### config.mk
export PLATFORM = sky130hd
export DESIGN_NAME = piece_spawner
export DESIGN_NICKNAME = d
export VERILOG_FILES = /design/src/hw/tetris_pkg.sv /design/src/hw/piece_spawner.sv
export VERILOG_INCLUDE_DIRS = /design/src /design/src/hw
export SDC_FILE = /design/constraint.sdc
export NUM_CORES = 1
export LEC_CHECK = 0
export BUFFER_PORTS_ARGS = -buffer_cell sky130_fd_sc_hd__buf_2
export CAP_MARGIN = 20
export CELL_PAD_IN_SITES_DETAIL_PLACEMENT = 0
export CELL_PAD_IN_SITES_GLOBAL_PLACEMENT = 2
export CORE_MARGIN = 5
export CORE_UTILIZATION = 19
export CTS_BUF_LIST = sky130_fd_sc_hd__clkbuf_16
export CTS_CLUSTER_SIZE = 16
export DETAILED_ROUTE_END_ITERATION = 16
export PLACE_DENSITY_LB_ADDON = 0.1
export SKIP_LAST_GASP = 1
export SLEW_MARGIN = 20
export SYNTH_ARGS = -nofsm -noshare
export SYNTH_HDL_FRONTEND = slang
export SYNTH_SLANG_ARGS = --single-unit
export TNS_END_PERCENT = 20
### constraint.sdc
create_clock -name clk -period 2.65 [get_ports clk]
set_input_delay 0.265 -clock clk [delete_from_list [all_inputs] [get_ports clk]]
set_output_delay 0.265 -clock clk [all_outputs]
set_load 0.01 [all_outputs]
### src/hw/tetris_consts.svh
`ifndef TETRIS_CONSTS_SVH
`define TETRIS_CONSTS_SVH

`define GAME_WIDTH 10
`define GAME_HEIGHT 20
`define CELL_ADDR_W 12
`define NUM_PIECES 7
`define PIECE_BLOCKS 4

// Worst-case cycle counts from the accepting strobe
`define LOCK_CYCLES_MAX 720
`define MOVE_CYCLES_MAX 12
`define WIPE_CYCLES_MAX 210

`endif

### src/hw/tetris_pkg.sv
`include "tetris_consts.svh"

package tetris_pkg;

    typedef logic [2:0] piece_t;                    // 0 empty, 1..7 Z T S O L J I
    typedef logic signed [5:0] col_t;
    typedef logic signed [6:0] row_t;
    typedef logic [`CELL_ADDR_W-1:0] cell_addr_t;   // Row * width + column

    typedef col_t [`PIECE_BLOCKS-1:0] block_cols_t;
    typedef row_t [`PIECE_BLOCKS-1:0] block_rows_t;

    typedef enum logic [1:0] {ACT_FALL, ACT_MOVE, ACT_ROT} action_t;

    typedef enum logic [3:0] {
        ST_WIPE, ST_SPAWN, ST_READY,
        ST_CHECK_FALL, ST_APPLY_FALL,
        ST_CHECK_MOVE, ST_APPLY_MOVE,
        ST_CHECK_ROT, ST_APPLY_ROT,
        ST_WRITE_PIECE, ST_SCAN, ST_OVER
    } ctrl_state_t;

endpackage

### src/hw/piece_spawner.sv
`timescale 1ns/1ps
`include "tetris_consts.svh"

module piece_spawner (
    input  logic                    clk,
    input  logic                    reset_game,
    input  logic                    spawn,
    output tetris_pkg::piece_t      next_piece,
    output tetris_pkg::block_cols_t spawn_cols,
    output tetris_pkg::block_rows_t spawn_rows
);

    always_ff @(posedge clk) begin
        if (reset_game)
            next_piece <= 3'd1;
        else if (spawn)
            next_piece <= (next_piece == `NUM_PIECES) ? 3'd1 : next_piece + 3'd1;
    end

    // Block 3 comes first in each list as the rotation pivot
    always_comb begin
        case (next_piece)
            3'd2: begin     // T
                spawn_cols = {6'sd7, 6'sd6, 6'sd5, 6'sd6};
                spawn_rows = {7'sd18, 7'sd18, 7'sd18, 7'sd19};
            end
            3'd3: begin     // S
                spawn_cols = {6'sd6, 6'sd5, 6'sd7, 6'sd6};
                spawn_rows = {7'sd18, 7'sd18, 7'sd19, 7'sd19};
            end
            3'd4: begin     // O
                spawn_cols = {6'sd7, 6'sd6, 6'sd7, 6'sd6};
                spawn_rows = {7'sd18, 7'sd18, 7'sd19, 7'sd19};
            end
            3'd5: begin     // L
                spawn_cols = {6'sd7, 6'sd6, 6'sd5, 6'sd7};
                spawn_rows = {7'sd18, 7'sd18, 7'sd18, 7'sd19};
            end
            3'd6: begin     // J
                spawn_cols = {6'sd7, 6'sd6, 6'sd5, 6'sd5};
                spawn_rows = {7'sd18, 7'sd18, 7'sd18, 7'sd19};
            end
            3'd7: begin     // I
                spawn_cols = {6'sd8, 6'sd7, 6'sd6, 6'sd5};
                spawn_rows = {7'sd18, 7'sd18, 7'sd18, 7'sd18};
            end
            default: begin  // Z
                spawn_cols = {6'sd7, 6'sd6, 6'sd6, 6'sd5};
                spawn_rows = {7'sd18, 7'sd18, 7'sd19, 7'sd19};
            end
        endcase
    end

    // A second spawn in a row would skip a piece
    a_spawn_single: assert property (@(posedge clk) disable iff (reset_game)
        spawn |=> !spawn);

endmodule

==> metrics.md <==
| Metric | Value |
|---|---|
| Number of instances in the synthesized netlist | `85` |
| Drc violations | `0` |
| Most used DFF post-synth | `sky130_fd_sc_hd__dfxtp_1` |
| Type of the most critical hold path | `primary input to register` |
| Initial antenna violation count | `0` |
| Via count | `446` |
| Count of fill cells added during filler insertion | `395` |
| Via count of the first global-routing pass | `404` |
| Ys async rst share | `0` |
| Post-detailed-placement cell area | `617 um^2` |
| Total setup buffers inserted after CTS | `0` |
| Placed wire-length estimate | `1180 um` |
| CTS tree | `yes` |
| Arrival time worst endpoint | `1730 ps` |
| Power density of the placed cells | `575 nW/um^2` |
| Clock Skews | `0.212 ps` |
| Area of all placed cells without fillers | `696 um^2` |
| CP required | `2380 ps` |
| Routed via count divided by cell count | `3.03` |
| Final hold violation count | `0` |
| Netlist cell types | `25` |
| IR Drop Worst-Case VDD | `0.224 mV` |
| Number of flip-flops and latches in the synthesized netlist | `3` |
| Final #Nets | `111` |
| Final min period | `2000 ps` |
| Overall Global Routing Usage | `0.0565` |
| Max-capacitance violation count | `0` |
| Share of the synthesized area in the top cell type | `0.470` |
| Largest regs | `next_piece (3)` |
| Kind of critical path | `register to primary output` |
| Die height | `68.7 um` |
| Maximum count of clock buffers along a single path | `2` |
| Largest net degree at the start of global routing | `12` |
| Routability congestion estimate | `0.701` |
| Die span in x | `68.7 um` |
| Detailed Route WL | `1350 um` |
| Setup violations, final | `0` |
| Pre-Repair DR Iteration Count | `3` |
| Clk pin slew, worst setup/hold paths | `30 ps` |
| Total number of yosys warnings | `0` |
| First-iteration detailed-routing DRC count | `29` |
| RSZ-0062 raised after global routing | `false` |
| Clock Latency Late Sink | `220 ps` |
| Clock Root Buffer | `sky130_fd_sc_hd__clkbuf_16` |
| Register containing the most flip-flops in the final layout | `next_piece` |
| Fraction of final layout cells with drive strength greater than 1 | `0.238` |
| Hold-fix buffers, CTS | `0` |
| Global route total overflow | `0` |
| Area Growth Syn to Fin | `6.31%` |
| Post-route setup TNS | `0 ps` |
| Maximum fanout along the worst path | `6` |
| Post-synthesis area per instance | `7.70 um^2` |
| Count of pins over their slew limit | `0` |
| Number of antenna diodes | `0` |
| Number of flip-flops in the largest register | `3` |
| Leakage component of the power | `0.382 nW` |
| Critical path endpoint category | `primary output` |
| Highest-count cells in the layout ignoring fill and taps | `40 x sky130_fd_sc_hd__conb_1, 17 x sky130_fd_sc_hd__buf_2, 7 x sky130_fd_sc_hd__inv_1` |
| Number of placement rows | `21` |
| Count of pins on the block boundary | `58` |
| Run status | `finished, final reports clean` |
| Most common library cell in the layout ignoring fill and taps | `sky130_fd_sc_hd__conb_1` |
| Number of CTS-inserted buffers | `3` |
| First-pass GRT wire length | `1920 um` |
| Most area-consuming cells after synthesis | `sky130_fd_sc_hd__buf_4 47%, sky130_fd_sc_hd__ha_1 11%, sky130_fd_sc_hd__dfxtp_1 9.2%` |
| Post-DR wirelength/cell | `9.20 um` |
| Tcrit/Tclk final | `0.754` |
| H-tree depth | `1` |
| Part of the Yosys area used for sequential elements | `0.0918` |
| Number of synthesized flops with an enable pin | `0` |
| Remaining antenna violation count | `0` |
| Achievable frequency | `0.500 GHz` |
| Launching element type of the critical path | `register` |
| Post-synth top area cell | `sky130_fd_sc_hd__buf_4` |
| CTS sink count | `3` |
| Post-cts gate resize count | `0` |
| Area of the core region | `3340 um^2` |
| Initial Utilization | `0.196` |
| Combined area of all synthesized cells | `654 um^2` |
| Die outline area | `4720 um^2` |
| PortBufs | `17` |
## synthesized netlist by cell type, types with 2 or more instances
| cell | count |
|---|---|
| sky130_fd_sc_hd__conb_1 | 2 |
| sky130_fd_sc_hd__buf_4 | 41 |
| sky130_fd_sc_hd__o21ai_0 | 2 |
| sky130_fd_sc_hd__inv_1 | 6 |
| sky130_fd_sc_hd__dfxtp_1 | 3 |
| sky130_fd_sc_hd__nor2_1 | 4 |
| sky130_fd_sc_hd__nand3_1 | 2 |
| sky130_fd_sc_hd__o21bai_1 | 2 |
| sky130_fd_sc_hd__ha_1 | 6 |
| sky130_fd_sc_hd__nand4_1 | 2 |
## cell families (layout without fill, tap and decap cells)
logic type,after synthesis,in the layout,synth area share
AOI/OAI and AO/OA,8,8,0.0899
adders and majority gates,6,6,0.115
buffers and inverters,49,27,0.528
DFF,3,3,0.0918
muxes,1,1,0.0229
other,2,40,0.0115
and+or+nand+nor,16,16,0.142
## power by group
group / total [mW] / switching (mW) / internal, mW
clock network: 0.234 / 0.0397 / 0.194
registers: 0.0573 / 0.00762 / 0.0497
logic: 0.109 / 0.0716 / 0.0371
## critical path: stages, from the launching register on
cell,delay (ps)
sky130_fd_sc_hd__dfxtp_1,420
sky130_fd_sc_hd__inv_1,90
sky130_fd_sc_hd__ha_1,250
sky130_fd_sc_hd__o21ai_0,410
sky130_fd_sc_hd__nand4b_1,170
sky130_fd_sc_hd__buf_2,170
## per-stage QoR
stage	util	power [mW]	setup slack, ps	hold WS, ps	cells
5_1_grt	0.208	0.427	435	258	147
3_3_place_gp	0.185	0.168	795	469	143
4_1_cts	0.208	0.406	579	242	147
3_5_place_dp	0.185	0.167	824	474	143
2_1_floorplan	-	0.179	920	334	123
6_report	0.208	0.400	652	243	147
## routing by layer
metal	wire length, um	part of all wire	vias to the layer above	GRT usage
li1	-	-	220	-
met1	494	0.37	196	0.0550
met2	697	0.52	30	0.100
met3	161	0.12	0	0.0194
met4	0	0	0	0.0372
met5	0	0	-	0
## path summary, 6_finish.rpt
kind / from / to / slack (ps) / cells past startpoint
setup / recovery: next_piece[0] / spawn_cols[19] / 650 / 5
hold / removal: reset_game / next_piece[1] / 240 / 2
setup reg to reg: next_piece[0] / next_piece[0] / 1320 / 4
hold reg to reg: next_piece[1] / next_piece[1] / 520 / 2
## cell type report
| class | instances | area, um^2 | area share |
|---|---|---|---|
| timing repair buffer | 17 | 85.1 | 0.122 |
| sequential | 3 | 60.1 | 0.0863 |
| inverter | 6 | 22.5 | 0.0324 |
| tap | 46 | 57.6 | 0.0827 |
| multi-input combinational | 71 | 392 | 0.563 |
| clock buffer | 3 | 75.1 | 0.108 |
| clock inverter | 1 | 3.75 | 0.00540 |
No activity file was read; power rests on OpenSTA's default activity.
