==> config.mk <==
export PLATFORM = sky130hd
export DESIGN_NAME = line_scanner
export DESIGN_NICKNAME = d
export VERILOG_FILES = /design/src/hw/tetris_pkg.sv /design/src/hw/line_scanner.sv
export VERILOG_INCLUDE_DIRS = /design/src /design/src/hw
export SDC_FILE = /design/constraint.sdc
export NUM_CORES = 1
export LEC_CHECK = 0
export BUFFER_PORTS_ARGS = -buffer_cell sky130_fd_sc_hd__buf_4
export CAP_MARGIN = 5
export CORE_MARGIN = 2
export CORE_UTILIZATION = 49
export CTS_BUF_LIST = sky130_fd_sc_hd__clkbuf_16
export DETAILED_ROUTE_END_ITERATION = 6
export GPL_ROUTABILITY_DRIVEN = 0
export PLACE_DENSITY = 0.89
export SETUP_SLACK_MARGIN = 0.3
export SYNTH_ARGS = -nofsm -noshare
export SYNTH_HDL_FRONTEND = slang
export SYNTH_SLANG_ARGS = --single-unit
export TNS_END_PERCENT = 50
==> constraint.sdc <==
create_clock -name clk -period 2.45 [get_ports clk]
set_input_delay 0.49 -clock clk [delete_from_list [all_inputs] [get_ports clk]]
set_output_delay 0.49 -clock clk [all_outputs]
set_load 0.01 [all_outputs]
==> src/hw/tetris_consts.svh <==
`ifndef TETRIS_CONSTS_SVH
`define TETRIS_CONSTS_SVH

`define GAME_WIDTH 10
`define GAME_HEIGHT 20
`define CELL_ADDR_W 12
`define NUM_PIECES 7
`define PIECE_BLOCKS 4

// Worst-case cycle counts from the accepting strobe
`define LOCK_CYCLES_MAX 720
`define MOVE_CYCLES_MAX 12
`define WIPE_CYCLES_MAX 210

`endif

==> src/hw/tetris_pkg.sv <==
`include "tetris_consts.svh"

package tetris_pkg;

    typedef logic [2:0] piece_t;                    // 0 empty, 1..7 Z T S O L J I
    typedef logic signed [5:0] col_t;
    typedef logic signed [6:0] row_t;
    typedef logic [`CELL_ADDR_W-1:0] cell_addr_t;   // Row * width + column

    typedef col_t [`PIECE_BLOCKS-1:0] block_cols_t;
    typedef row_t [`PIECE_BLOCKS-1:0] block_rows_t;

    typedef enum logic [1:0] {ACT_FALL, ACT_MOVE, ACT_ROT} action_t;

    typedef enum logic [3:0] {
        ST_WIPE, ST_SPAWN, ST_READY,
        ST_CHECK_FALL, ST_APPLY_FALL,
        ST_CHECK_MOVE, ST_APPLY_MOVE,
        ST_CHECK_ROT, ST_APPLY_ROT,
        ST_WRITE_PIECE, ST_SCAN, ST_OVER
    } ctrl_state_t;

endpackage

==> src/hw/line_scanner.sv <==
`timescale 1ns/1ps
`include "tetris_consts.svh"

module line_scanner (
    input  logic                        clk,
    input  logic                        reset_game,
    input  logic                        scan_start,
    output logic                        scan_busy,
    output tetris_pkg::cell_addr_t      board_addr,
    output logic                        board_we,
    output tetris_pkg::piece_t          board_wdata,
    input  tetris_pkg::piece_t          board_rdata,
    output logic [`GAME_HEIGHT-1:0]     which_lines_cleared,
    output logic [20:0]                 game_lines_cleared
);

    logic       busy;
    logic       rd_valid;           // board_rdata holds the cell at row, col
    logic       clearing;
    logic [4:0] row;
    logic [3:0] col;
    logic       advance_row;

    assign scan_busy   = busy;
    assign board_addr  = tetris_pkg::cell_addr_t'(row * `GAME_WIDTH + col);
    assign board_we    = busy && clearing;
    assign board_wdata = '0;

    // Row ends on a hole or after the last cleared cell
    assign advance_row = busy && ((clearing && col == `GAME_WIDTH - 1) ||
                                  (!clearing && rd_valid && board_rdata == '0));

    always_ff @(posedge clk) begin
        if (reset_game) begin
            busy                <= 1'b0;
            rd_valid            <= 1'b0;
            clearing            <= 1'b0;
            which_lines_cleared <= '0;
            game_lines_cleared  <= '0;
        end else if (scan_start) begin
            busy                <= 1'b1;
            rd_valid            <= 1'b0;
            clearing            <= 1'b0;
            row                 <= '0;
            col                 <= '0;
            which_lines_cleared <= '0;
        end else if (advance_row) begin
            busy     <= (row != `GAME_HEIGHT - 1);
            row      <= row + 5'd1;
            col      <= '0;
            rd_valid <= 1'b0;
            clearing <= 1'b0;
        end else if (busy) begin
            if (clearing) begin
                col <= col + 4'd1;
            end else if (!rd_valid) begin
                rd_valid <= 1'b1;
            end else if (col == `GAME_WIDTH - 1) begin  // Full row
                which_lines_cleared[row] <= 1'b1;
                game_lines_cleared       <= game_lines_cleared + 21'd1;
                clearing                 <= 1'b1;
                col                      <= '0;
            end else begin
                col      <= col + 4'd1;
                rd_valid <= 1'b0;
            end
        end
    end

    a_no_restart: assert property (@(posedge clk) disable iff (reset_game)
        scan_start |-> !scan_busy);

endmodule

==> impl_metrics.csv <==
group,metric,value,unit
critical_path,worstPathArrival,2.30,ns
timing,hold_slack,0.471,ns
timing,period_share,1.14,
cells_and_area,drive_gt1_frac,0.341,
critical_path,crit_family,"adder cells",
die,fp.coreArea,5470,sq um
cells_and_area,diodes,0,
yosys,synthesis.area,2780,sq um
detailed_routing,vias,2584,
timing,max_freq,0.358,GHz
cts,cts_hold_buf,0,
power_and_ir_drop,irDropWorstVdd,0.000311,V
yosys,synth_top_flop_cell,"dfxtp_1",
die,die_w,79.3,microns
yosys,ys_ff_latch,53,
min_path,worstHoldEndpoint,"which_lines_cleared[12]",
min_path,worstHoldStart,"which_lines_cleared[12]",
yosys,yosysWarnings,0,
status,run_status,"complete, but fails checks",
yosys,synth_area_per_cell,9.04,sq um
cts,clock_path_buffers,2,
detailed_routing,first_pass_iters,5,
timing,fin_crit,2.79,ns
die,dieArea,6280,sq um
timing,layout_setup_ws,-0.342,ns
cts,cts_tree,"built",
cells_and_area,fillers,424,
critical_path,critical_path_class,"register to output port",
critical_path,ff2ff_path_depth,7,
yosys,synth.distinct_cells,43,
timing,finalHoldViolCount,0,
die,io_pins,64,
cts,cts_root_buf,"clkbuf_16",
critical_path,end_kind,"output port",
global_route,grt_pass1_wl,10.9,mm
cts,cts_buffers,5,
detailed_routing,ant_nets,0,
detailed_routing,drt_iter0_markers,217,
cells_and_area,final_core_util,0.688,
timing,setup_viol,5,
critical_path,critPathMaxStageDelay,0.44,ns
critical_path,r2r-start,"col[1]",
place,dpl.hpwl,4.38,mm
timing,tightest_slew,0.871,ns
yosys,synth_edf_count,9,
cts,clk_pin_slew,0.06,ns
power_and_ir_drop,p_per_area,523,nW/um^2
critical_path,r2r_setup_slack,0.37,ns
cells_and_area,area_growth,35.7,%
cts,insertion_delay,0.29,ns
timing,skew,0.00527,ns
global_route,grt_start_max_net_pins,31,
place,portBuffers,57,
critical_path,rr_endpoint,"game_lines_cleared[16]",
critical_path,crit_chain,"ha_4 > ha_4 > fa_2 > xnor2_4 > nor3b_2 > xor2_1 > buf_4",
min_path,hold-path-cell-count,2,
timing,fin_tns_setup,-1.22,ns
critical_path,cp_max_fo,3,
power_and_ir_drop,p_leak,1.55,nW
yosys,synth_cells,307,
critical_path,crit_top_cell,"ha_4",
critical_path,worst-path-buf-inv,1,
die,initial_utilization,0.507,
die,num_rows,27,
global_route,grt_usage,0.218,
min_path,hold_path_class,"register to register",
cells_and_area,fin_cells,453,
power_and_ir_drop,total_power,1.97,mW
yosys,postSynth.asyncResetShare,0,
status,violations,"setup timing",
critical_path,slowest_stage,"edfxtp_1",
cts,clock_sinks,53,
timing,rsz0062_at_grt,"true",
run,max_cap_violations,0,
cts,htreeDepth,2,
global_route,antenna_found_initial,0,
global_route,overflow,0,
yosys,ys_seq_area_frac,0.415,
critical_path,start_kind,"register",
cells_and_area,mostFrequentLayoutCell,"buf_4",
cells_and_area,final_cell_mix,"78 x buf_4, 44 x dfxtp_1, 40 x nor2_1, 20 x a31oi_1, 19 x a21oi_1",
critical_path,crit_required,1.96,ns
timing,slew_headroom,0.415,
detailed_routing,wl_per_cell,15.8,microns
detailed_routing,wl,7.14,mm
timing,finalMaxSlewViolations,0,
global_route,grt_pass1_vias,2315,
cells_and_area,final_nets,404,
detailed_routing,viasPerCell,5.70,
detailed_routing,drc,0,
place,dp_cells,429,
die,dieHeight,79.3,microns
worst reg2reg max path, stage by stage (launching register included):
cell and delay (ns):
edfxtp_1 0.41, buf_6 0.14, inv_2 0.05, ha_4 0.13
nand3b_4 0.11, or4_4 0.59, or4_4 0.44, a21oi_2 0.14
repair_timing:
action,4_1_cts,5_1_grt
buffers inserted,8,7
pin swaps,6,21
gates cloned,1,0
gates resized for setup,11,23
endpoints found under the setup margin,12,20
cell families (layout without fill, tap and decap cells):
kind of cell | Yosys count | count (layout) | synth area share
AO/OA/AOI/OAI | 72 | 72 | 0.157
XOR/XNOR | 12 | 12 | 0.0379
adder cells (fa/ha/maj) | 18 | 18 | 0.0866
buffers and inverters | 36 | 104 | 0.0627
flip-flops | 53 | 53 | 0.415
multiplexers | 5 | 5 | 0.0203
other | 1 | 6 | 0.00135
AND/OR/NAND/NOR | 110 | 111 | 0.220
cell usage after synthesis, types with 2 or more instances:
cell      count  share of area
nor3b_1       4          0.011
fa_1          2          0.014
or3_1         4         0.0090
and4_1        2         0.0063
nand3_1      11          0.020
a21o_1        3         0.0081
a21oi_1      23          0.041
nor2b_1       8          0.018
xor2_1        4          0.013
a22o_1        2         0.0063
edfxtp_1      9          0.097
or4_1         9          0.024
dfxtp_1      44           0.32
xnor2_1       8          0.025
nor4_1        5          0.011
clkbuf_1     13          0.018
a31oi_1      20          0.045
buf_4         8          0.022
nand2_1      11          0.015
ha_1         16          0.072
o31ai_1       9          0.024
inv_1        12          0.016
and3_1        2         0.0045
nand4b_1      3         0.0095
mux2_2        5          0.020
o21ai_0      11          0.020
nand3b_4      2          0.014
nor2_1       40          0.054
nor3_1        3         0.0054
final cells by class:
type | instances | area, sq um | area share
Multi-Input combinational cell | 224 | 1660 | 0.442
Sequential cell | 53 | 1150 | 0.306
Timing Repair Buffer | 84 | 653 | 0.173
Clock buffer | 5 | 125 | 0.0332
Tap cell | 72 | 90.1 | 0.0239
Inverter | 12 | 45.0 | 0.0120
Clock inverter | 3 | 37.5 | 0.00997
metrics by stage:
| stage | instance area (sq um) | worst slack (ns) |
|---|---|---|
| 2_1_floorplan | 2820 | 0.0747 |
| 3_3_place_gp | 3300 | 0.0521 |
| 3_5_place_dp | 3300 | 0.00402 |
| 4_1_cts | 3580 | -0.259 |
| 5_1_grt | 3770 | -0.419 |
| 6_report | 3770 | -0.342 |
routing by layer:
layer	part of all wire	track usage
met3	0.042	0.0420
met5	0	0
met4	0.017	0.0690
met1	0.41	0.280
met2	0.53	0.370
flip-flops by register name, indices dropped and copies added (netlist names):
register             count
scan_busy                1
clearing                 1
rd_valid                 1
col                      4
which_lines_cleared     20
game_lines_cleared      21
row                      5
power by group:
group	total (mW)	internal, mW	switching, mW
Sequential	0.908	0.896	0.0120
Combinational	0.293	0.145	0.148
Clock	0.768	0.475	0.294
worst max path at each step:
stage	startpoint	to	cells past startpoint
after CTS	row[3]	board_addr[8]	7
after global routing	row[1]	board_addr[7]	7
after floorplan	row[1]	board_addr[7]	5
after global placement	row[3]	board_addr[8]	7
after detailed placement	row[3]	board_addr[8]	7
final	row[1]	board_addr[7]	7
Note: power is estimated with default switching activity, not from simulation.
