**config.mk**
```make
export PLATFORM = sky130hd
export DESIGN_NAME = piece_geometry
export DESIGN_NICKNAME = d
export VERILOG_FILES = /design/src/hw/tetris_pkg.sv /design/src/hw/piece_geometry.sv
export VERILOG_INCLUDE_DIRS = /design/src /design/src/hw
export SDC_FILE = /design/constraint.sdc
export NUM_CORES = 1
export LEC_CHECK = 0
export ABC_AREA = 1
export BUFFER_PORTS_ARGS = -buffer_cell sky130_fd_sc_hd__buf_2
export CELL_PAD_IN_SITES_DETAIL_PLACEMENT = 2
export CELL_PAD_IN_SITES_GLOBAL_PLACEMENT = 2
export CORE_ASPECT_RATIO = 1.5
export CORE_MARGIN = 3
export CORE_UTILIZATION = 35
export DETAILED_ROUTE_END_ITERATION = 7
export PLACE_DENSITY = 0.95
export SLEW_MARGIN = 20
export SYNTH_ARGS = -nofsm -noshare
export SYNTH_HDL_FRONTEND = slang
export SYNTH_SLANG_ARGS = --single-unit
```
**constraint.sdc**
```tcl
create_clock -name vclk -period 15.5
set_input_delay 1.55 -clock vclk [all_inputs]
set_output_delay 1.55 -clock vclk [all_outputs]
set_load 0.03 [all_outputs]
```
**src/hw/tetris_consts.svh**
```systemverilog
`ifndef TETRIS_CONSTS_SVH
`define TETRIS_CONSTS_SVH

`define GAME_WIDTH 10
`define GAME_HEIGHT 20
`define CELL_ADDR_W 12
`define NUM_PIECES 7
`define PIECE_BLOCKS 4

// Worst-case cycle counts from the accepting strobe
`define LOCK_CYCLES_MAX 720
`define MOVE_CYCLES_MAX 12
`define WIPE_CYCLES_MAX 210

`endif

```
**src/hw/tetris_pkg.sv**
```systemverilog
`include "tetris_consts.svh"

package tetris_pkg;

    typedef logic [2:0] piece_t;                    // 0 empty, 1..7 Z T S O L J I
    typedef logic signed [5:0] col_t;
    typedef logic signed [6:0] row_t;
    typedef logic [`CELL_ADDR_W-1:0] cell_addr_t;   // Row * width + column

    typedef col_t [`PIECE_BLOCKS-1:0] block_cols_t;
    typedef row_t [`PIECE_BLOCKS-1:0] block_rows_t;

    typedef enum logic [1:0] {ACT_FALL, ACT_MOVE, ACT_ROT} action_t;

    typedef enum logic [3:0] {
        ST_WIPE, ST_SPAWN, ST_READY,
        ST_CHECK_FALL, ST_APPLY_FALL,
        ST_CHECK_MOVE, ST_APPLY_MOVE,
        ST_CHECK_ROT, ST_APPLY_ROT,
        ST_WRITE_PIECE, ST_SCAN, ST_OVER
    } ctrl_state_t;

endpackage

```
**src/hw/piece_geometry.sv**
```systemverilog
`timescale 1ns/1ps
`include "tetris_consts.svh"

module piece_geometry (
    input  tetris_pkg::block_cols_t                         cur_cols,
    input  tetris_pkg::block_rows_t                         cur_rows,
    input  tetris_pkg::action_t                             action,
    input  logic                                            dir_right,
    output tetris_pkg::block_cols_t                         cand_cols,
    output tetris_pkg::block_rows_t                         cand_rows,
    output tetris_pkg::cell_addr_t [`PIECE_BLOCKS-1:0]      cand_addr,
    output logic [`PIECE_BLOCKS-1:0]                        cand_oob,
    output tetris_pkg::cell_addr_t [`PIECE_BLOCKS-1:0]      piece_cells
);

    always_comb begin
        tetris_pkg::col_t pc, c, dc, nc;
        tetris_pkg::row_t pr, r, dr, nr;
        pc = cur_cols[3];
        pr = cur_rows[3];
        for (int i = 0; i < `PIECE_BLOCKS; i++) begin
            c  = cur_cols[i];
            r  = cur_rows[i];
            dc = c - pc;
            dr = r - pr;
            case (action)
                tetris_pkg::ACT_FALL: begin
                    nc = c;
                    nr = r - 7'sd1;
                end
                tetris_pkg::ACT_MOVE: begin
                    nc = dir_right ? c + 6'sd1 : c - 6'sd1;
                    nr = r;
                end
                default: begin          // Quarter turn about block 3
                    nc = dir_right ? tetris_pkg::col_t'(pc + dr) : tetris_pkg::col_t'(pc - dr);
                    nr = dir_right ? tetris_pkg::row_t'(pr - dc) : tetris_pkg::row_t'(pr + dc);
                end
            endcase
            cand_cols[i]   = nc;
            cand_rows[i]   = nr;
            cand_oob[i]    = nc < 0 || nc >= `GAME_WIDTH || nr < 0 || nr >= `GAME_HEIGHT;
            cand_addr[i]   = tetris_pkg::cell_addr_t'(nr * `GAME_WIDTH + nc);
            piece_cells[i] = tetris_pkg::cell_addr_t'(r * `GAME_WIDTH + c);
        end
    end

endmodule

```
==> results of run 1 <==
-- synth_stat cells, drive strengths merged --
cell,n,area (um^2)
nand2,325,1245
o211ai,11,82.58
o22ai,2,12.51
ha,263,3291
nor3,33,170.2
o21a,3,22.52
nand3b,9,67.56
a221oi,5,50.04
xor2,118,1041
a22oi,4,30.03
buf,20,122.6
clkbuf,6,22.52
nand4,27,168.9
fa,32,640.6
a21o,7,52.55
inv,309,1162
nor2,124,488.0
a21boi,1,7.510
o21bai,3,22.52
o31ai,16,120.1
o21ai,78,397.9
xnor2,70,643.1
a31oi,12,75.07
a211oi,1,7.510
or2,9,56.30
o2111ai,12,105.1
nand3,98,495.5
a21oi,169,845.8
-- per-stage QoR --
step	area (um^2)	setup slack [ns]	instances	util [%]
floorplan	11450	6.716	1767	-
global placement	12880	6.399	2362	40.21
detailed placement	12880	5.656	2362	40.21
CTS	12880	5.637	2362	40.21
global route	12880	5.067	2363	40.22
finish	12880	5.669	2363	40.22
-- power groups by stage --
stage	logic [mW]	registers (mW)	clock network [mW]
after detailed placement	2.40	0	0
after global placement	2.23	0	0
after CTS	2.41	0	0
after global routing	2.61	0	0.00000000863
final	2.39	0	0.00000000864
after floorplan	1.70	0	0
-- worst min path at each step --
stage,from,endpoint,slack [ns],cells past startpoint
after detailed placement,cur_cols[0],piece_cells[0],3.40,2
after global routing,cur_cols[0],piece_cells[0],3.42,2
after CTS,cur_cols[0],piece_cells[0],3.40,2
after floorplan,cur_cols[0],piece_cells[0],3.23,1
final,cur_cols[0],piece_cells[0],3.41,2
after global placement,cur_cols[0],piece_cells[0],3.41,2
-- final cells by class --
cell class,instances,area (um^2),share of cell area (%)
multi-input combinational,1432,10140,78.70
inverter,309,1162,9.023
timing repair buffer,211,1066,8.275
tap,410,513.0,3.982
antenna,1,2.502,0.01942
-- layer usage --
layer / wire (um) / vias to the layer above / GRT usage, %
li1: - / 6239 / -
met1: 18670 / 6565 / 28.42
met2: 28820 / 347 / 58.75
met3: 1502 / 186 / 2.434
met4: 3291 / 0 / 14.94
met5: 0 / - / 0
-- kinds of logic (layout without fill, tap and decap cells) --
kind of cell,Yosys count,count (layout)
buf+inv,335,520
other cells,0,1
compound gates,324,324
simple gates,625,625
fa+ha+maj,295,295
xor+xnor,188,188
==> flow_metrics.env, run 1 <==
export IMPL_status="completed"
export IMPL_crit_start="cur_cols[19]"
export IMPL_whs_ns=3.408
export IMPL_p_sw_share_pct=68.73
export IMPL_layout_commonest_cell="nand2_1"
export IMPL_max_cap_viol_count=0
export IMPL_yosysUniqueCellTypes=44
export IMPL_yosysWarnings=0
export IMPL_critical_path_class="input port to output port"
export IMPL_io_buffer_count=207
export IMPL_clockPowerShare_pct=0
export IMPL_grtUsageTotal_pct=28.78
export IMPL_total_power_mw=2.394
export IMPL_cp_depth=43
export IMPL_firstDrtPassIters=5
export IMPL_die_height_um=227.5
export IMPL_core_mm2=0.03203
export IMPL_ctsHoldBuffers=0
export IMPL_powerDensity_mw_per_mm2=185.8
export IMPL_synth_compound_gate_area_share_pct=16.00
export IMPL_synth_xor_area_share_pct=14.71
export IMPL_hold_viol=0
export IMPL_yosysSeqAreaShare_pct=0
export IMPL_cts_resized=0
export IMPL_rsz0062_at_grt="false"
export IMPL_startpoint_type="input port"
export IMPL_endpoint_kind="output port"
export IMPL_final_cell_mix="319 x nand2_1, 297 x inv_1, 263 x ha_1, 207 x buf_2, 169 x a21oi_1"
export IMPL_place_hpwl_um=45600
export IMPL_ant_nets=0
export IMPL_seqPwrFrac_pct=0
export IMPL_p_int_uw=748.4
export IMPL_row_count=80
export IMPL_grt_pass1_vias=15530
export IMPL_finalSetupViolCount=0
export IMPL_synthSimpleGateAreaFrac_pct=23.51
export IMPL_ff_latch_area_um2=0
export IMPL_io_pins=207
export IMPL_drc_errors=0
export IMPL_wl_um=52290
export IMPL_fmax_mhz=101.7
export IMPL_seq_cells=0
export IMPL_relSlewSlack_pct=36.78
export IMPL_via_count=13337
export IMPL_setup_worst_path_end="cand_addr[35]"
export IMPL_crit_fanout=9
export IMPL_synth_nets=2117
export IMPL_syn_to_final_growth_pct=12.55
export IMPL_fin_crit_ns=9.831
export IMPL_drive_gt1_share_pct=12.86
export IMPL_worstPathArrival_ns=8.28
export IMPL_gr_total_overflow=0
export IMPL_synth_top_family_by_area="adder cells"
export IMPL_initial_utilization_pct=35.73
export IMPL_yosys_area_share_adder_pct=34.35
export IMPL_grt_pass1_wl_um=82080
export IMPL_antenna_found_initial=1
export IMPL_die_area_mm2=0.03495
export IMPL_synth_area_mux_share_pct=0
export IMPL_avgSynthCellArea_um2=6.478
export IMPL_ir_worst_vdd_v=0.0001958
export IMPL_fp_dieW_um=153.7
export IMPL_leakage_nw=7.212
export IMPL_cp_top_family="adder cells"
export IMPL_maxSlewViolCount=0
export IMPL_grt_max_degree=44
export IMPL_clkbuf_count=0
export IMPL_hp_class="input port to output port"
export IMPL_p_sw_mw=1.645
export IMPL_path_buf_inv=12
export IMPL_slowest_delay_ns=0.62
export IMPL_finalCritPeriodShare_pct=63.43
export IMPL_crit_slowest_cell="fa_1"
export IMPL_vias_per_cell=5.644
export IMPL_worstMarginPinSlew_ns=0.9473
export IMPL_drt_initial_drc_count=462
export IMPL_synth_area_mm2=0.01145
export IMPL_wire_per_inst_um=22.13
export IMPL_postSynthCellCount=1767
export IMPL_crit_required_ns=13.95
export IMPL_nets=2304
export IMPL_power_frac_comb_pct=100.0
export IMPL_cts_setup_buffers=0
export IMPL_fillers=4084
export IMPL_fin_tns_setup_ns=0
export IMPL_place_congestion=0.9013
Power figures use the tool's default switching activity.
==> run 2: changes to the inputs <==
CORE_UTILIZATION = 29   (was 35)
PLACE_DENSITY = 0.89   (was 0.95)
clock period = 8.25 ns   (was 15.5 ns; I/O delays follow)
==> flow_metrics.env, run 2 (synthesis results as in run 1) <==
export IMPL_io_pins=207
export IMPL_ant_nets=0
export IMPL_crit_top_cell="ha_1"
export IMPL_fmax_mhz=128.4
export IMPL_firstDrtPassIters=4
export IMPL_drt_initial_drc_count=321
export IMPL_vias_per_cell=5.294
export IMPL_worstMarginPinSlew_ns=0.9555
export IMPL_ir_worst_vdd_v=0.0004667
export IMPL_startpoint_type="input port"
export IMPL_wl_um=46890
export IMPL_gr_total_overflow=0
export IMPL_max_cap_viol_count=0
export IMPL_crit_slowest_cell="o31ai_1"
export IMPL_dp_cells=2452
export IMPL_wire_per_inst_um=19.10
export IMPL_core_mm2=0.03876
export IMPL_layout_commonest_cell="nand2_1"
export IMPL_grt_max_degree=42
export IMPL_place_hpwl_um=40910
export IMPL_drc_errors=0
export IMPL_relSlewSlack_pct=36.30
export IMPL_ff_latch_area_um2=0
export IMPL_critical_path_class="input port to output port"
export IMPL_finalCritPeriodShare_pct=94.42
export IMPL_grt_pass1_wl_um=74660
export IMPL_initial_utilization_pct=29.53
export IMPL_via_count=12996
export IMPL_seq_cells=0
export IMPL_die_area_mm2=0.04194
export IMPL_status="completed"
export IMPL_nets=2309
export IMPL_fin_crit_ns=7.790
export IMPL_finalSetupViolCount=0
export IMPL_clkbuf_count=0
export IMPL_ctsHoldBuffers=0
export IMPL_fin_tns_setup_ns=0
export IMPL_row_count=88
export IMPL_syn_to_final_growth_pct=14.09
export IMPL_slowest_delay_ns=0.64
export IMPL_die_height_um=249.3
export IMPL_final_cell_mix="318 x nand2_1, 297 x inv_1, 261 x ha_1, 207 x buf_2, 168 x a21oi_1"
export IMPL_setup_worst_path_end="cand_addr[23]"
export IMPL_grt_pass1_vias=14544
export IMPL_maxSlewViolCount=0
export IMPL_place_congestion=0.8665
export IMPL_crit_fanout=8
export IMPL_worstPathArrival_ns=6.96
export IMPL_leakage_nw=7.239
export IMPL_powerDensity_mw_per_mm2=338.8
export IMPL_fp_dieW_um=168.2
export IMPL_crit_start="cur_cols[18]"
export IMPL_hold_viol=0
export IMPL_hp_class="input port to output port"
export IMPL_endpoint_kind="output port"
export IMPL_antenna_found_initial=3
export IMPL_io_buffer_count=207
export IMPL_grtUsageTotal_pct=21.44
export IMPL_drive_gt1_share_pct=13.44
export IMPL_fin_cells=2455
export IMPL_crit_required_ns=7.42
run 2: how the worst min path moves through the flow:
| stage | start | end | depth (start not counted) |
|---|---|---|---|
| 5_1_grt | cur_cols[0] | piece_cells[0] | 2 |
| 3_3_place_gp | cur_cols[0] | piece_cells[0] | 2 |
| 2_1_floorplan | cur_cols[0] | piece_cells[0] | 1 |
| 6_report | cur_cols[0] | piece_cells[0] | 2 |
| 3_5_place_dp | cur_cols[0] | piece_cells[0] | 2 |
| 4_1_cts | cur_cols[0] | piece_cells[0] | 2 |
run 2: report_power, final:
group | total, mW | leakage, nW | internal (mW) | switching (mW)
Clock | 0.0000000487 | 0.0000190 | 0.0000000487 | 0
Combinational | 4.42 | 7.24 | 1.40 | 3.02
Sequential | 0 | 0 | 0 | 0
run 2: what timing repair did:
action | in CTS | in global routing
gates resized for setup | 0 | 11
buffers inserted | 0 | 0
setup endpoints to repair | 0 | 3
run 2: layout make-up:
cell class                      count  area (um^2)
Fill cell                        4860        25700
Antenna cell                        3        7.507
Inverter                          309         1162
Multi-Input combinational cell   1432        10170
Tap cell                          495        619.3
Timing Repair Buffer              216         1104
run 2: critical path, delay by kind of cell:
kind / cells / cell delay (ns)
AO/OA/AOI/OAI: 4 / 1.09
XOR/XNOR: 3 / 0.56
adder cells (fa/ha/maj): 8 / 2.63
buffers and inverters: 7 / 0.82
AND/OR/NAND/NOR: 11 / 1.04
run 2: metrics by stage:
step,worst slack (ns),hold slack [ns],power [mW],instance area [um^2],utilization (%)
final,0.4603,1.967,4.425,13060,33.69
after global routing,-0.1093,1.980,4.885,13060,33.69
after CTS,0.3285,1.970,4.443,13020,33.60
after detailed placement,0.3406,1.969,4.420,13020,33.60
after global placement,0.6808,1.961,4.206,13020,33.60
after floorplan,0.9155,1.782,3.202,11450,-
run 2: layer usage:
layer / vias up / wire length, um / track usage, %
met5: - / 0 / 0
met4: 0 / 1565 / 6.246
met3: 67 / 1297 / 1.254
met2: 220 / 26150 / 43.77
met1: 6455 / 17870 / 23.07
li1: 6254 / - / -
==> run 3: changes to the inputs <==
RECOVER_POWER = 100   (was not set)
==> flow_metrics.env, run 3 (synthesis results as in run 1) <==
export IMPL_vias_per_cell=5.275
export IMPL_max_cap_viol_count=0
export IMPL_syn_to_final_growth_pct=12.48
export IMPL_finalCritPeriodShare_pct=94.64
export IMPL_io_buffer_count=207
export IMPL_clkbuf_count=0
export IMPL_fp_dieW_um=168.2
export IMPL_cp_top_family="adder cells"
export IMPL_p_sw_share_pct=70.43
export IMPL_via_count=12949
export IMPL_endpoint_kind="output port"
export IMPL_grtUsageTotal_pct=21.44
export IMPL_io_pins=207
export IMPL_relSlewSlack_pct=29.36
export IMPL_core_mm2=0.03876
export IMPL_crit_fanout=8
export IMPL_ff_latch_area_um2=0
export IMPL_clockPowerShare_pct=0
export IMPL_powerDensity_mw_per_mm2=335.1
export IMPL_leakage_nw=6.871
export IMPL_place_ws_ns=0.3406
export IMPL_final_cell_mix="320 x nand2_1, 299 x inv_1, 261 x ha_1, 168 x a21oi_1, 133 x clkbuf_1"
export IMPL_seq_cells=0
export IMPL_crit_top_cell="ha_1"
export IMPL_hold_end="piece_cells[0]"
export IMPL_layout_commonest_cell="nand2_1"
export IMPL_hold_viol=0
export IMPL_setup_ws_ns=0.4418
export IMPL_drc_errors=0
export IMPL_path_buf_inv=7
export IMPL_critical_path_class="input port to output port"
export IMPL_drive_gt1_share_pct=6.387
export IMPL_startpoint_type="input port"
export IMPL_worstMarginPinSlew_ns=1.057
export IMPL_ir_worst_vdd_v=0.0004395
export IMPL_ant_nets=0
export IMPL_gr_total_overflow=0
export IMPL_hp_class="input port to output port"
export IMPL_seqPwrFrac_pct=0
export IMPL_p_int_mw=1.276
export IMPL_firstDrtPassIters=4
export IMPL_maxSlewViolCount=0
export IMPL_dp_cells=2452
export IMPL_die_height_um=249.3
export IMPL_initial_utilization_pct=29.53
export IMPL_power_frac_comb_pct=100.0
export IMPL_grt_max_degree=42
export IMPL_grt_pass1_wl_um=74660
export IMPL_min_path_cells=2
export IMPL_worstPathArrival_ns=6.98
export IMPL_fmax_mhz=128.1
export IMPL_antenna_found_initial=3
export IMPL_row_count=88
export IMPL_grt_pass1_vias=14544
export IMPL_fin_crit_ns=7.808
export IMPL_die_area_mm2=0.04194
export IMPL_nets=2309
export IMPL_wl_um=47070
export IMPL_ctsHoldBuffers=0
export IMPL_finalSetupViolCount=0
export IMPL_fin_cells=2455
export IMPL_slowest_delay_ns=0.66
export IMPL_place_hpwl_um=40910
export IMPL_p_sw_mw=3.039
export IMPL_crit_slowest_cell="o31ai_1"
export IMPL_wire_per_inst_um=19.17
export IMPL_fillers=4918
export IMPL_place_congestion=0.8665
export IMPL_whs_ns=2.001
export IMPL_drt_initial_drc_count=304
export IMPL_status="completed"
export IMPL_min_from="cur_cols[0]"
export IMPL_crit_required_ns=7.42
-- run 3: cell types whose count changed in the layout (fill, tap and decap cells not counted), moves of 2 or more --
cell	delta
buf_2	-137
clkbuf_1	+133
clkbuf_2	+4
inv_1	+2
inv_2	-2
nand2_1	+2
-- run 3: how the worst max path moves through the flow --
stage               depth (start not counted)         start       endpoint  slack (ns)
floorplan                                  30  cur_cols[12]  cand_addr[34]        0.92
global placement                           45  cur_cols[12]  cand_addr[35]        0.68
detailed placement                         45  cur_cols[12]  cand_addr[35]        0.34
CTS                                        45  cur_cols[12]  cand_addr[35]        0.33
global route                               36  cur_cols[18]  cand_addr[11]       -0.11
finish                                     33  cur_cols[18]  cand_addr[23]        0.44
-- run 3: timing repair --
item / in CTS / in global routing
buffers inserted: 0 / 0
endpoints found under the setup margin: 0 / 3
gates resized for setup: 0 / 11
-- run 3: metal layers --
metal / vias up / GRT usage [%] / share of wire, %
li1: 6250 / - / -
met1: 6410 / 23.07 / 38
met2: 216 / 43.77 / 55
met3: 73 / 1.254 / 2.8
met4: 0 / 6.246 / 3.4
met5: - / 0 / 0
-- run 3: through the flow --
| step | cell area, um^2 | setup TNS (ns) | total power [mW] | util (%) |
|---|---|---|---|---|
| after detailed placement | 13020 | 0 | 4.420 | 33.60 |
| after global placement | 13020 | 0 | 4.206 | 33.60 |
| after CTS | 13020 | 0 | 4.443 | 33.60 |
| final | 12870 | 0 | 4.314 | 33.22 |
| after global routing | 12870 | -0.1387 | 4.776 | 33.22 |
| after floorplan | 11450 | 0 | 3.202 | - |
-- run 3: final cells by class --
cell class	instances	area (um^2)	area share, %
multi-input combinational	1432	10150	78.83
inverter	309	1161	9.018
timing repair buffer	216	937.1	7.279
tap	495	619.3	4.811
antenna	3	7.507	0.05831
-- run 3: power by group through the flow --
stage	sequential [mW]	clock, mW	combinational, mW
final	0	0.0000000487	4.31
after global routing	0	0.0000000486	4.78
after CTS	0	0	4.44
after detailed placement	0	0	4.42
after global placement	0	0	4.21
after floorplan	0	0	3.20
