--- config.mk ---
export PLATFORM = sky130hd
export DESIGN_NAME = tetris_control
export DESIGN_NICKNAME = d
export VERILOG_FILES = /design/src/hw/tetris_pkg.sv /design/src/hw/tetris_control.sv
export VERILOG_INCLUDE_DIRS = /design/src /design/src/hw
export SDC_FILE = /design/constraint.sdc
export NUM_CORES = 1
export LEC_CHECK = 0
export BUFFER_PORTS_ARGS = -buffer_cell sky130_fd_sc_hd__buf_2
export CAP_MARGIN = 20
export CORE_AREA = 3 3 121 123
export CTS_CLUSTER_DIAMETER = 60
export DETAILED_ROUTE_END_ITERATION = 6
export DIE_AREA = 0 0 124 126
export PLACE_DENSITY = 0.7
export SETUP_SLACK_MARGIN = 0.2
export SYNTH_ARGS = -nofsm -noshare
export SYNTH_HDL_FRONTEND = slang
export SYNTH_SLANG_ARGS = --single-unit
--- constraint.sdc ---
create_clock -name clk -period 4.25 [get_ports clk]
set_input_delay 0.2125 -clock clk [delete_from_list [all_inputs] [get_ports clk]]
set_output_delay 0.2125 -clock clk [all_outputs]
set_load 0.01 [all_outputs]
--- src/hw/tetris_consts.svh ---
`ifndef TETRIS_CONSTS_SVH
`define TETRIS_CONSTS_SVH

`define GAME_WIDTH 10
`define GAME_HEIGHT 20
`define CELL_ADDR_W 12
`define NUM_PIECES 7
`define PIECE_BLOCKS 4

// Worst-case cycle counts from the accepting strobe
`define LOCK_CYCLES_MAX 720
`define MOVE_CYCLES_MAX 12
`define WIPE_CYCLES_MAX 210

`endif

--- src/hw/tetris_pkg.sv ---
`include "tetris_consts.svh"

package tetris_pkg;

    typedef logic [2:0] piece_t;                    // 0 empty, 1..7 Z T S O L J I
    typedef logic signed [5:0] col_t;
    typedef logic signed [6:0] row_t;
    typedef logic [`CELL_ADDR_W-1:0] cell_addr_t;   // Row * width + column

    typedef col_t [`PIECE_BLOCKS-1:0] block_cols_t;
    typedef row_t [`PIECE_BLOCKS-1:0] block_rows_t;

    typedef enum logic [1:0] {ACT_FALL, ACT_MOVE, ACT_ROT} action_t;

    typedef enum logic [3:0] {
        ST_WIPE, ST_SPAWN, ST_READY,
        ST_CHECK_FALL, ST_APPLY_FALL,
        ST_CHECK_MOVE, ST_APPLY_MOVE,
        ST_CHECK_ROT, ST_APPLY_ROT,
        ST_WRITE_PIECE, ST_SCAN, ST_OVER
    } ctrl_state_t;

endpackage

--- src/hw/tetris_control.sv ---
`timescale 1ns/1ps
`include "tetris_consts.svh"

module tetris_control (
    input  logic                                        clk,
    input  logic                                        reset_game,
    input  logic                                        next_fall,
    input  logic                                        move_piece_left,
    input  logic                                        move_piece_right,
    input  logic                                        rotate_left,
    input  logic                                        rotate_right,
    input  tetris_pkg::block_cols_t                     spawn_cols,
    input  tetris_pkg::block_rows_t                     spawn_rows,
    input  tetris_pkg::piece_t                          next_piece,
    output logic                                        spawn,
    input  tetris_pkg::block_cols_t                     cand_cols,
    input  tetris_pkg::block_rows_t                     cand_rows,
    input  tetris_pkg::cell_addr_t [`PIECE_BLOCKS-1:0]  cand_addr,
    input  logic [`PIECE_BLOCKS-1:0]                    cand_oob,
    input  tetris_pkg::cell_addr_t [`PIECE_BLOCKS-1:0]  piece_cells,
    output tetris_pkg::action_t                         action,
    output logic                                        dir_right,
    output tetris_pkg::block_cols_t                     cur_cols,
    output tetris_pkg::block_rows_t                     cur_rows,
    output tetris_pkg::piece_t                          current_piece,
    output tetris_pkg::cell_addr_t                      board_addr,
    output logic                                        board_we,
    output tetris_pkg::piece_t                          board_wdata,
    input  tetris_pkg::piece_t                          board_rdata,
    output logic                                        scan_start,
    input  logic                                        scan_busy,
    input  tetris_pkg::cell_addr_t                      scan_addr,
    input  logic                                        scan_we,
    input  tetris_pkg::piece_t                          scan_wdata,
    output logic                                        game_over
);

    tetris_pkg::ctrl_state_t    state;
    tetris_pkg::cell_addr_t     wipe_addr;
    logic [2:0]                 chk_cnt;    // Block read this cycle, checked next
    logic [1:0]                 prev_idx;
    logic [1:0]                 wr_idx;
    logic                       fresh;      // Not yet fallen since spawn
    logic                       chk_bad;

    assign spawn      = (state == tetris_pkg::ST_SPAWN);
    assign scan_start = (state == tetris_pkg::ST_WRITE_PIECE) && (wr_idx == 2'd3);
    assign prev_idx   = chk_cnt[1:0] - 2'd1;
    assign chk_bad    = (chk_cnt != 3'd0) && (cand_oob[prev_idx] || board_rdata != '0);

    always_comb begin
        board_addr  = cand_addr[chk_cnt[1:0]];
        board_we    = 1'b0;
        board_wdata = current_piece;
        case (state)
            tetris_pkg::ST_WIPE: begin
                board_addr  = wipe_addr;
                board_we    = 1'b1;
                board_wdata = '0;
            end
            tetris_pkg::ST_WRITE_PIECE: begin
                board_addr = piece_cells[wr_idx];
                board_we   = 1'b1;
            end
            tetris_pkg::ST_SCAN: begin      // Scanner owns port B
                board_addr  = scan_addr;
                board_we    = scan_we;
                board_wdata = scan_wdata;
            end
            default: ;
        endcase
    end

    always_ff @(posedge clk) begin
        if (reset_game) begin
            state         <= tetris_pkg::ST_WIPE;
            wipe_addr     <= '0;
            chk_cnt       <= '0;
            wr_idx        <= '0;
            fresh         <= 1'b0;
            action        <= tetris_pkg::ACT_FALL;
            dir_right     <= 1'b0;
            current_piece <= '0;
            game_over     <= 1'b0;
        end else begin
            case (state)
                tetris_pkg::ST_WIPE: begin
                    wipe_addr <= wipe_addr + 1'b1;
                    if (wipe_addr == `GAME_WIDTH * `GAME_HEIGHT - 1)
                        state <= tetris_pkg::ST_SPAWN;
                end
                tetris_pkg::ST_SPAWN: begin
                    cur_cols      <= spawn_cols;
                    cur_rows      <= spawn_rows;
                    current_piece <= next_piece;
                    fresh         <= 1'b1;
                    state         <= tetris_pkg::ST_READY;
                end
                tetris_pkg::ST_READY: begin
                    chk_cnt <= '0;
                    if (next_fall) begin
                        action <= tetris_pkg::ACT_FALL;
                        state  <= tetris_pkg::ST_CHECK_FALL;
                    end else if (move_piece_left || move_piece_right) begin
                        action    <= tetris_pkg::ACT_MOVE;
                        dir_right <= move_piece_right;
                        state     <= tetris_pkg::ST_CHECK_MOVE;
                    end else if (rotate_left || rotate_right) begin
                        action    <= tetris_pkg::ACT_ROT;
                        dir_right <= rotate_right;
                        state     <= tetris_pkg::ST_CHECK_ROT;
                    end
                end
                tetris_pkg::ST_CHECK_FALL, tetris_pkg::ST_CHECK_MOVE,
                tetris_pkg::ST_CHECK_ROT: begin
                    chk_cnt <= chk_cnt + 3'd1;
                    if (chk_bad) begin
                        if (state != tetris_pkg::ST_CHECK_FALL) begin
                            state <= tetris_pkg::ST_READY;
                        end else if (fresh) begin
                            state     <= tetris_pkg::ST_OVER;
                            game_over <= 1'b1;
                        end else begin
                            state  <= tetris_pkg::ST_WRITE_PIECE;   // Lock in place
                            wr_idx <= '0;
                        end
                    end else if (chk_cnt == 3'd4) begin
                        case (state)
                            tetris_pkg::ST_CHECK_FALL: state <= tetris_pkg::ST_APPLY_FALL;
                            tetris_pkg::ST_CHECK_MOVE: state <= tetris_pkg::ST_APPLY_MOVE;
                            default:                   state <= tetris_pkg::ST_APPLY_ROT;
                        endcase
                    end
                end
                tetris_pkg::ST_APPLY_FALL, tetris_pkg::ST_APPLY_MOVE,
                tetris_pkg::ST_APPLY_ROT: begin
                    cur_cols <= cand_cols;
                    cur_rows <= cand_rows;
                    if (state == tetris_pkg::ST_APPLY_FALL)
                        fresh <= 1'b0;
                    state <= tetris_pkg::ST_READY;
                end
                tetris_pkg::ST_WRITE_PIECE: begin
                    wr_idx <= wr_idx + 2'd1;
                    if (wr_idx == 2'd3)
                        state <= tetris_pkg::ST_SCAN;
                end
                tetris_pkg::ST_SCAN: begin
                    if (!scan_busy)
                        state <= tetris_pkg::ST_SPAWN;
                end
                default: ;  // Over holds until reset
            endcase
        end
    end

    // Row wipes from the scanner only land while port B is handed over
    a_scan_write_owned: assert property (@(posedge clk) disable iff (reset_game)
        scan_we |-> state == tetris_pkg::ST_SCAN);

endmodule

==> results by group, run 1 <==
Synth
  • Post-Syn Nets: roughly 640
  • Async SR Flop Fraction: 0%
  • Cell count after synthesis: 400
  • Main synth FF type: edfxtp_1
  • Unique masters post-synth: 52
  • FF+latch count, synth: 81
  • Number of flops mapped to enable cells by yosys: 52
  • Ys Warns: 0
  • Top cell type by total area after synthesis: edfxtp_1
  • Synth top area cells: edfxtp_1 (33%), mux2_2 (12%), dfxtp_1 (12%), mux4_2 (10%), o21ai_0 (2.9%)
  • Synthesized area: ~4700 sq um
  • Top cell type's share of synthesized area: between 30% and 40%
  • Sequential-to-total area share from yosys stat: a little under half
  • Avg Cell Area, Syn: 11.77 sq um

STA
  • Hold_ws: 0.1277 ns
  • Achievable Freq: 0.3367 GHz
  • Final min period: 2.970 ns
  • Slew margin rel.: 33.53%
  • Final setup TNS: 0 ns
  • Setup Viol. Count Final: 0
  • Fin crit share: ~70%
  • Worst slew pin tran: 0.9934 ns
  • RSZ-0062 raised after global routing: no
  • Final Skew: ~0.0096 ns
  • Slew Limit Fails: 0
  • Final Hold Viols: 0

Clock network
  • Worst-path clk slew: 0.07 ns
  • Clock root buffer: clkbuf_16
  • H-tree Lvls: 3
  • Clock latency on the worst-skew pair: 0.34 ns
  • CTS tree: built
  • CTS Sinks: 81
  • CTS resizes: 0
  • CTS Buf Count: 9
  • Post-CTS setup buffers: 0
  • Hold_buf cts: 0
  • Max Root-Sink Buffers: 2

GRT
  • First-pass GRT wire length: approximately 24 mm
  • Number of global-route vias before repair: 4577
  • Largest net degree at the start of global routing: 53
  • Grt ovf: 0
  • Total GRT Usage: between 20% and 30%
  • Initial antenna violation count: 4

Worst setup path
  • Largest stage delay on the critical path: 0.87 ns
  • Critical Path RT: 4.04 ns
  • Critical Path, Cell by Cell: nor2b_1 > a21oi_1 > nor2_1 > o21ai_0 > buf_2
  • CP max stage cell: dfxtp_1
  • Worst setup EP type: primary output
  • Crit path max fanout: 26
  • Crit path DAT: approximately 2.8 ns
  • Setup CP Type: reg2out
  • Worst setup SP type: register

Power and ir drop
  • Peak supply drop: 166.2 uV
  • Leak: 2.911 nW
  • Pwr/cell area: 363.6 nW/um^2

Die
  • Total Die Area: 15620 sq um
  • Die height: approximately 130 um
  • I/O pins: 311
  • CORE AREA: 13770 sq um
  • Die X-Extent: 124 um
  • Cell row count: 43
  • Starting Density: 34.18%

Run status
  • Run status: completed

Layout
  • Fill cell count: 1290
  • Net count, final: 936
  • Layout area overhead: 42.82%
  • Fraction of layout instances using a drive strength above 1: 58.18%
  • Finished Layout Cells: between 800 and 900
  • Design area: 6723 sq um

Routing
  • Vias: between 4000 and 5000
  • Initial DRC Count: roughly 390
  • Avg WL per Cell: roughly 19 um
  • Post-route ant nets: 0
  • Initial DRT Pass Iterations: 6
  • Total wire length: ~16 mm
  • Vias per cell: 5.160
  • Remaining DRCs: 0

Placed design
  • Gp weighted congestion: 0.8580
  • Port Buffers: 310
  • Placed insts: 867
  • Area of placed instances: 6410 sq um
  • Detailed placement HPWL: 13.33 mm

Min path
  • HP Class: in2reg

Flow run
  • Max Cap Violations: 0
## critical path, delay by kind of cell (launching register included)
family                 cells  cell delay, ns
and+or+nand+nor            2            0.98
DFF                        1            0.87
AOI/OAI and AO/OA          2            0.37
buffers and inverters      1            0.20
## per-stage QoR
step           total power, mW  setup WS [ns]  utilization, %
2_1_floorplan            1.359          1.058               -
4_1_cts                  2.469          1.335           48.74
5_1_grt                  2.569          1.053           48.81
6_report                 2.444          1.280           48.81
3_3_place_gp             1.666          1.543           46.54
3_5_place_dp             1.671          1.529           46.54
## synth_stat cells, types with 2 or more instances
library cell / instances
mux2_2: 52
nand4_1: 3
mux4_1: 4
nand3_1: 3
ha_1: 4
a21o_1: 2
mux4_2: 21
or3_1: 6
a311oi_1: 2
nand2b_1: 5
nand2_1: 23
xnor2_1: 3
clkbuf_1: 15
and4_1: 2
nor3_1: 8
a222oi_1: 12
or4_1: 3
a21oi_1: 13
nor4_1: 2
buf_2: 8
nor2_1: 32
nor2b_1: 3
a31oi_1: 2
o211ai_1: 2
dfxtp_1: 29
inv_1: 19
xor2_1: 8
mux2i_1: 3
o21a_1: 2
and2_1: 2
edfxtp_1: 52
and3_1: 3
o21ai_0: 27
buf_1: 3
o31ai_1: 5
## state kept, by name (all words and copies together) (netlist names)
name           flops
cur_rows          28
state              4
wr_idx             2
current_piece      3
action             2
wipe_addr         12
cur_cols          24
dir_right          1
chk_cnt            3
game_over          1
fresh              1
## routing by layer
metal | vias to the layer above | global-route usage, % | part of all wire [%]
li1 | 2153 | - | -
met1 | 2134 | 23.01 | 36
met2 | 265 | 36.14 | 52
met3 | 25 | 4.401 | 9.5
met4 | 0 | 7.668 | 1.9
met5 | - | 0 | 0
## area by class of cell
type	count	area, sq um	area share (%)
Multi-Input combinational cell	273	2390	35.55
Sequential cell	81	2142	31.86
Timing Repair Buffer	314	1582	23.53
Clock buffer	9	225.2	3.350
Tap cell	180	225.2	3.350
Clock inverter	7	77.57	1.154
Inverter	19	71.32	1.061
Antenna cell	4	10.01	0.1489
## layout by cell type (no fill, tap or decap), types with 4 or more instances in the layout
master	instances
nor3_1	8
edfxtp_1	52
diode_2	4
a21oi_1	13
o21ai_0	27
or3_1	6
buf_4	4
mux2_2	52
ha_1	4
nand2_1	23
nor2_1	31
a222oi_1	12
buf_2	310
xor2_1	8
o31ai_1	5
dfxtp_1	29
inv_1	19
nand2b_1	5
mux4_2	21
mux4_1	4
clkbuf_16	9
## path summary, 6_finish.rpt
kind                                    to  cells past startpoint  slack (ns)              startpoint
min          current_piece[0]$_SDFFE_PP0P_                      3        0.13           next_piece[0]
min reg2reg         game_over$_SDFFE_PP0P_                      2        0.47  game_over$_SDFFE_PP0P_
max reg2reg         cur_cols[20]$_DFFE_PP_                      5        1.54   state[0]$_SDFFE_PP0P_
max                         board_addr[11]                      5        1.28   state[3]$_SDFFE_PP0P_
## power breakdown
group | leakage, nW | internal (mW) | switching [mW]
Sequential | 0.705 | 0.944 | 0.0637
Clock | 0.142 | 0.460 | 0.332
Combinational | 2.06 | 0.287 | 0.358
## kinds of logic after synthesis
family                     count (synthesis)  share of synthesized area, %
AOI/OAI and AO/OA                         79                         11.43
xor gates and xnor gates                  11                         2.047
adders and majority gates                  4                         1.063
buffers and inverters                     46                         4.040
DFF                                       81                         45.51
muxes                                     80                         25.36
and+or+nand+nor                           99                         10.55
Note: power is estimated with default switching activity, not from simulation.
==> inputs of run 2 (changes only) <==
==> constraint.sdc (replaced) <==
create_clock -name clk -period 2.6 [get_ports clk]
set_input_delay 0.13 -clock clk [delete_from_list [all_inputs] [get_ports clk]]
set_output_delay 0.13 -clock clk [all_outputs]
set_load 0.01 [all_outputs]
==> run 2 against run 1 <==
Register-to-register slack worse by 1.1 ns. Global-route usage down 0.66 points. Sequential power increased by 60%. Flip-flop and latch count stayed put. Highest routed layer is now met5. Cell count is 1.0% higher.
==> results by group, run 2 (synthesized netlist as in run 1, its figures left out) <==
GRT
  • First-pass GRT wire length: 23.07 mm
  • Total GRT Usage: 19.46%
  • Number of global-route vias before repair: 4525
  • Grt ovf: 0
  • Initial antenna violation count: 4
  • Largest net degree at the start of global routing: 53

Clock network
  • Post-CTS setup buffers: 0
  • H-tree Lvls: 3
  • Worst-path clk slew: approximately 0.06 ns
  • Hold_buf cts: 0
  • Clock root buffer: clkbuf_16
  • CTS Sinks: 81
  • Clock latency on the worst-skew pair: 0.34 ns
  • CTS resizes: 1
  • Max Root-Sink Buffers: 2
  • CTS tree: built
  • CTS Buf Count: 9

Layout
  • Biggest register: cur_rows
  • Layout area overhead: 45.75%
  • Commonest non-fill, non-tap cell in the layout: buf_2
  • Biggest regs: cur_rows: 28 flops, cur_cols: 24 flops, wipe_addr: 12 flops
  • Fill cell count: 1309
  • Most frequent cells in the layout: buf_2 (310), mux2_2 (52), edfxtp_1 (52)
  • Fraction of layout instances using a drive strength above 1: roughly 59%
  • Layout Utilization: between 40% and 50%
  • Net count, final: 946
  • Largest register FFs: 28

STA
  • Achievable Freq: 0.4490 GHz
  • Slew margin rel.: 56.90%
  • Final setup TNS: 0 ns
  • RSZ-0062 raised after global routing: no
  • Fin crit share: 85.67%
  • Slew Limit Fails: 0
  • Setup Viol. Count Final: 0
  • Hold_ws: 0.02519 ns
  • Final Hold Viols: 0
  • Final Skew: 0.007597 ns
  • Final min period: 2.227 ns
  • Worst slew pin tran: 0.6465 ns

Placed design
  • Gp weighted congestion: ~0.9
  • Detailed placement HPWL: 12.92 mm
  • Port Buffers: 310

Die
  • Cell row count: 43
  • Starting Density: between 30 and 40%
  • I/O pins: 311
  • Die X-Extent: 124 um
  • Die height: 126 um
  • Total Die Area: about 16000 sq um
  • CORE AREA: 13770 sq um

Flow run
  • Max Cap Violations: 0

Run status
  • Run status: completed

Routing
  • Vias per cell: around 5.2
  • Avg WL per Cell: 17.83 um
  • Initial DRC Count: 314
  • Remaining DRCs: 0
  • Initial DRT Pass Iterations: 6
  • Total wire length: 15.97 mm
  • Vias: 4624
  • Post-route ant nets: 0

Worst setup path
  • Flop2flop setup slack: between 0.4 and 0.5 ns
  • Worst setup EP type: primary output
  • Setup CP Type: reg2out
  • Worst setup SP type: register
  • Crit path DAT: about 2.1 ns
  • Critical Path RT: roughly 2.5 ns
  • Crit path max fanout: 19

Min path
  • HP Class: in2reg

Power and ir drop
  • Peak supply drop: about 280 uV
  • Leak: 2.980 nW
  • Pwr/cell area: 600.5 nW/um^2
## run 2: cell count changes in the layout (fill, tap and decap cells not counted), sizes merged
| cell | delta |
|---|---|
| buf | +10 |
| clkbuf | +1 |
| clkinvlp | -2 |
| clkinv | +1 |
| bufinv | +1 |
| diode | -1 |
| inv | -1 |
## run 2: area by class of cell
type	count	area, sq um	share of cell area (%)
multi-input cells	273	2406	35.07
flip-flops and latches	81	2145	31.26
repair buffers	324	1685	24.57
clock buffers	10	229.0	3.338
well taps	180	225.2	3.283
clock inverters	6	91.34	1.331
inverters	19	71.32	1.040
diodes	3	7.507	0.1094
## run 2: power by group
group	switching, mW	internal (mW)
Clock	0.511	0.846
Combinational	0.611	0.527
Sequential	0.0832	1.54
## run 2: per-layer routing
metal | GRT usage [%] | vias up | part of all wire (%)
li1 | - | 2177 | -
met1 | 22.92 | 2139 | 37
met2 | 34.23 | 278 | 51
met3 | 4.041 | 28 | 11
met4 | 7.732 | 2 | 1.8
met5 | 0 | - | 0.044
## run 2: critical path, cell delays in order (launching register included)
cell      delay [ns]
dfxtp_1         0.50
buf_4           0.29
nor4_4          0.05
buf_4           0.22
a222oi_1        0.37
o21ai_0         0.16
buf_2           0.16
## run 2: metrics by stage
step	instance area [sq um]	std cells	power [mW]	setup slack [ns]
floorplan	4745	400	2.233	0.2098
global placement	6519	877	2.785	0.3876
detailed placement	6519	877	2.797	0.3989
CTS	6842	893	4.169	0.2739
global route	6858	895	4.338	0.2246
finish	6860	896	4.120	0.3727
## run 2: worst paths after layout
kind / start / endpoint / cells after the start
min reg2reg: game_over$_SDFFE_PP0P_ / game_over$_SDFFE_PP0P_ / 2
min: next_piece[2] / current_piece[2]$_SDFFE_PP0P_ / 3
max: state[3]$_SDFFE_PP0P_ / board_addr[2] / 6
max reg2reg: state[0]$_SDFFE_PP0P_ / state[0]$_SDFFE_PP0P_ / 6
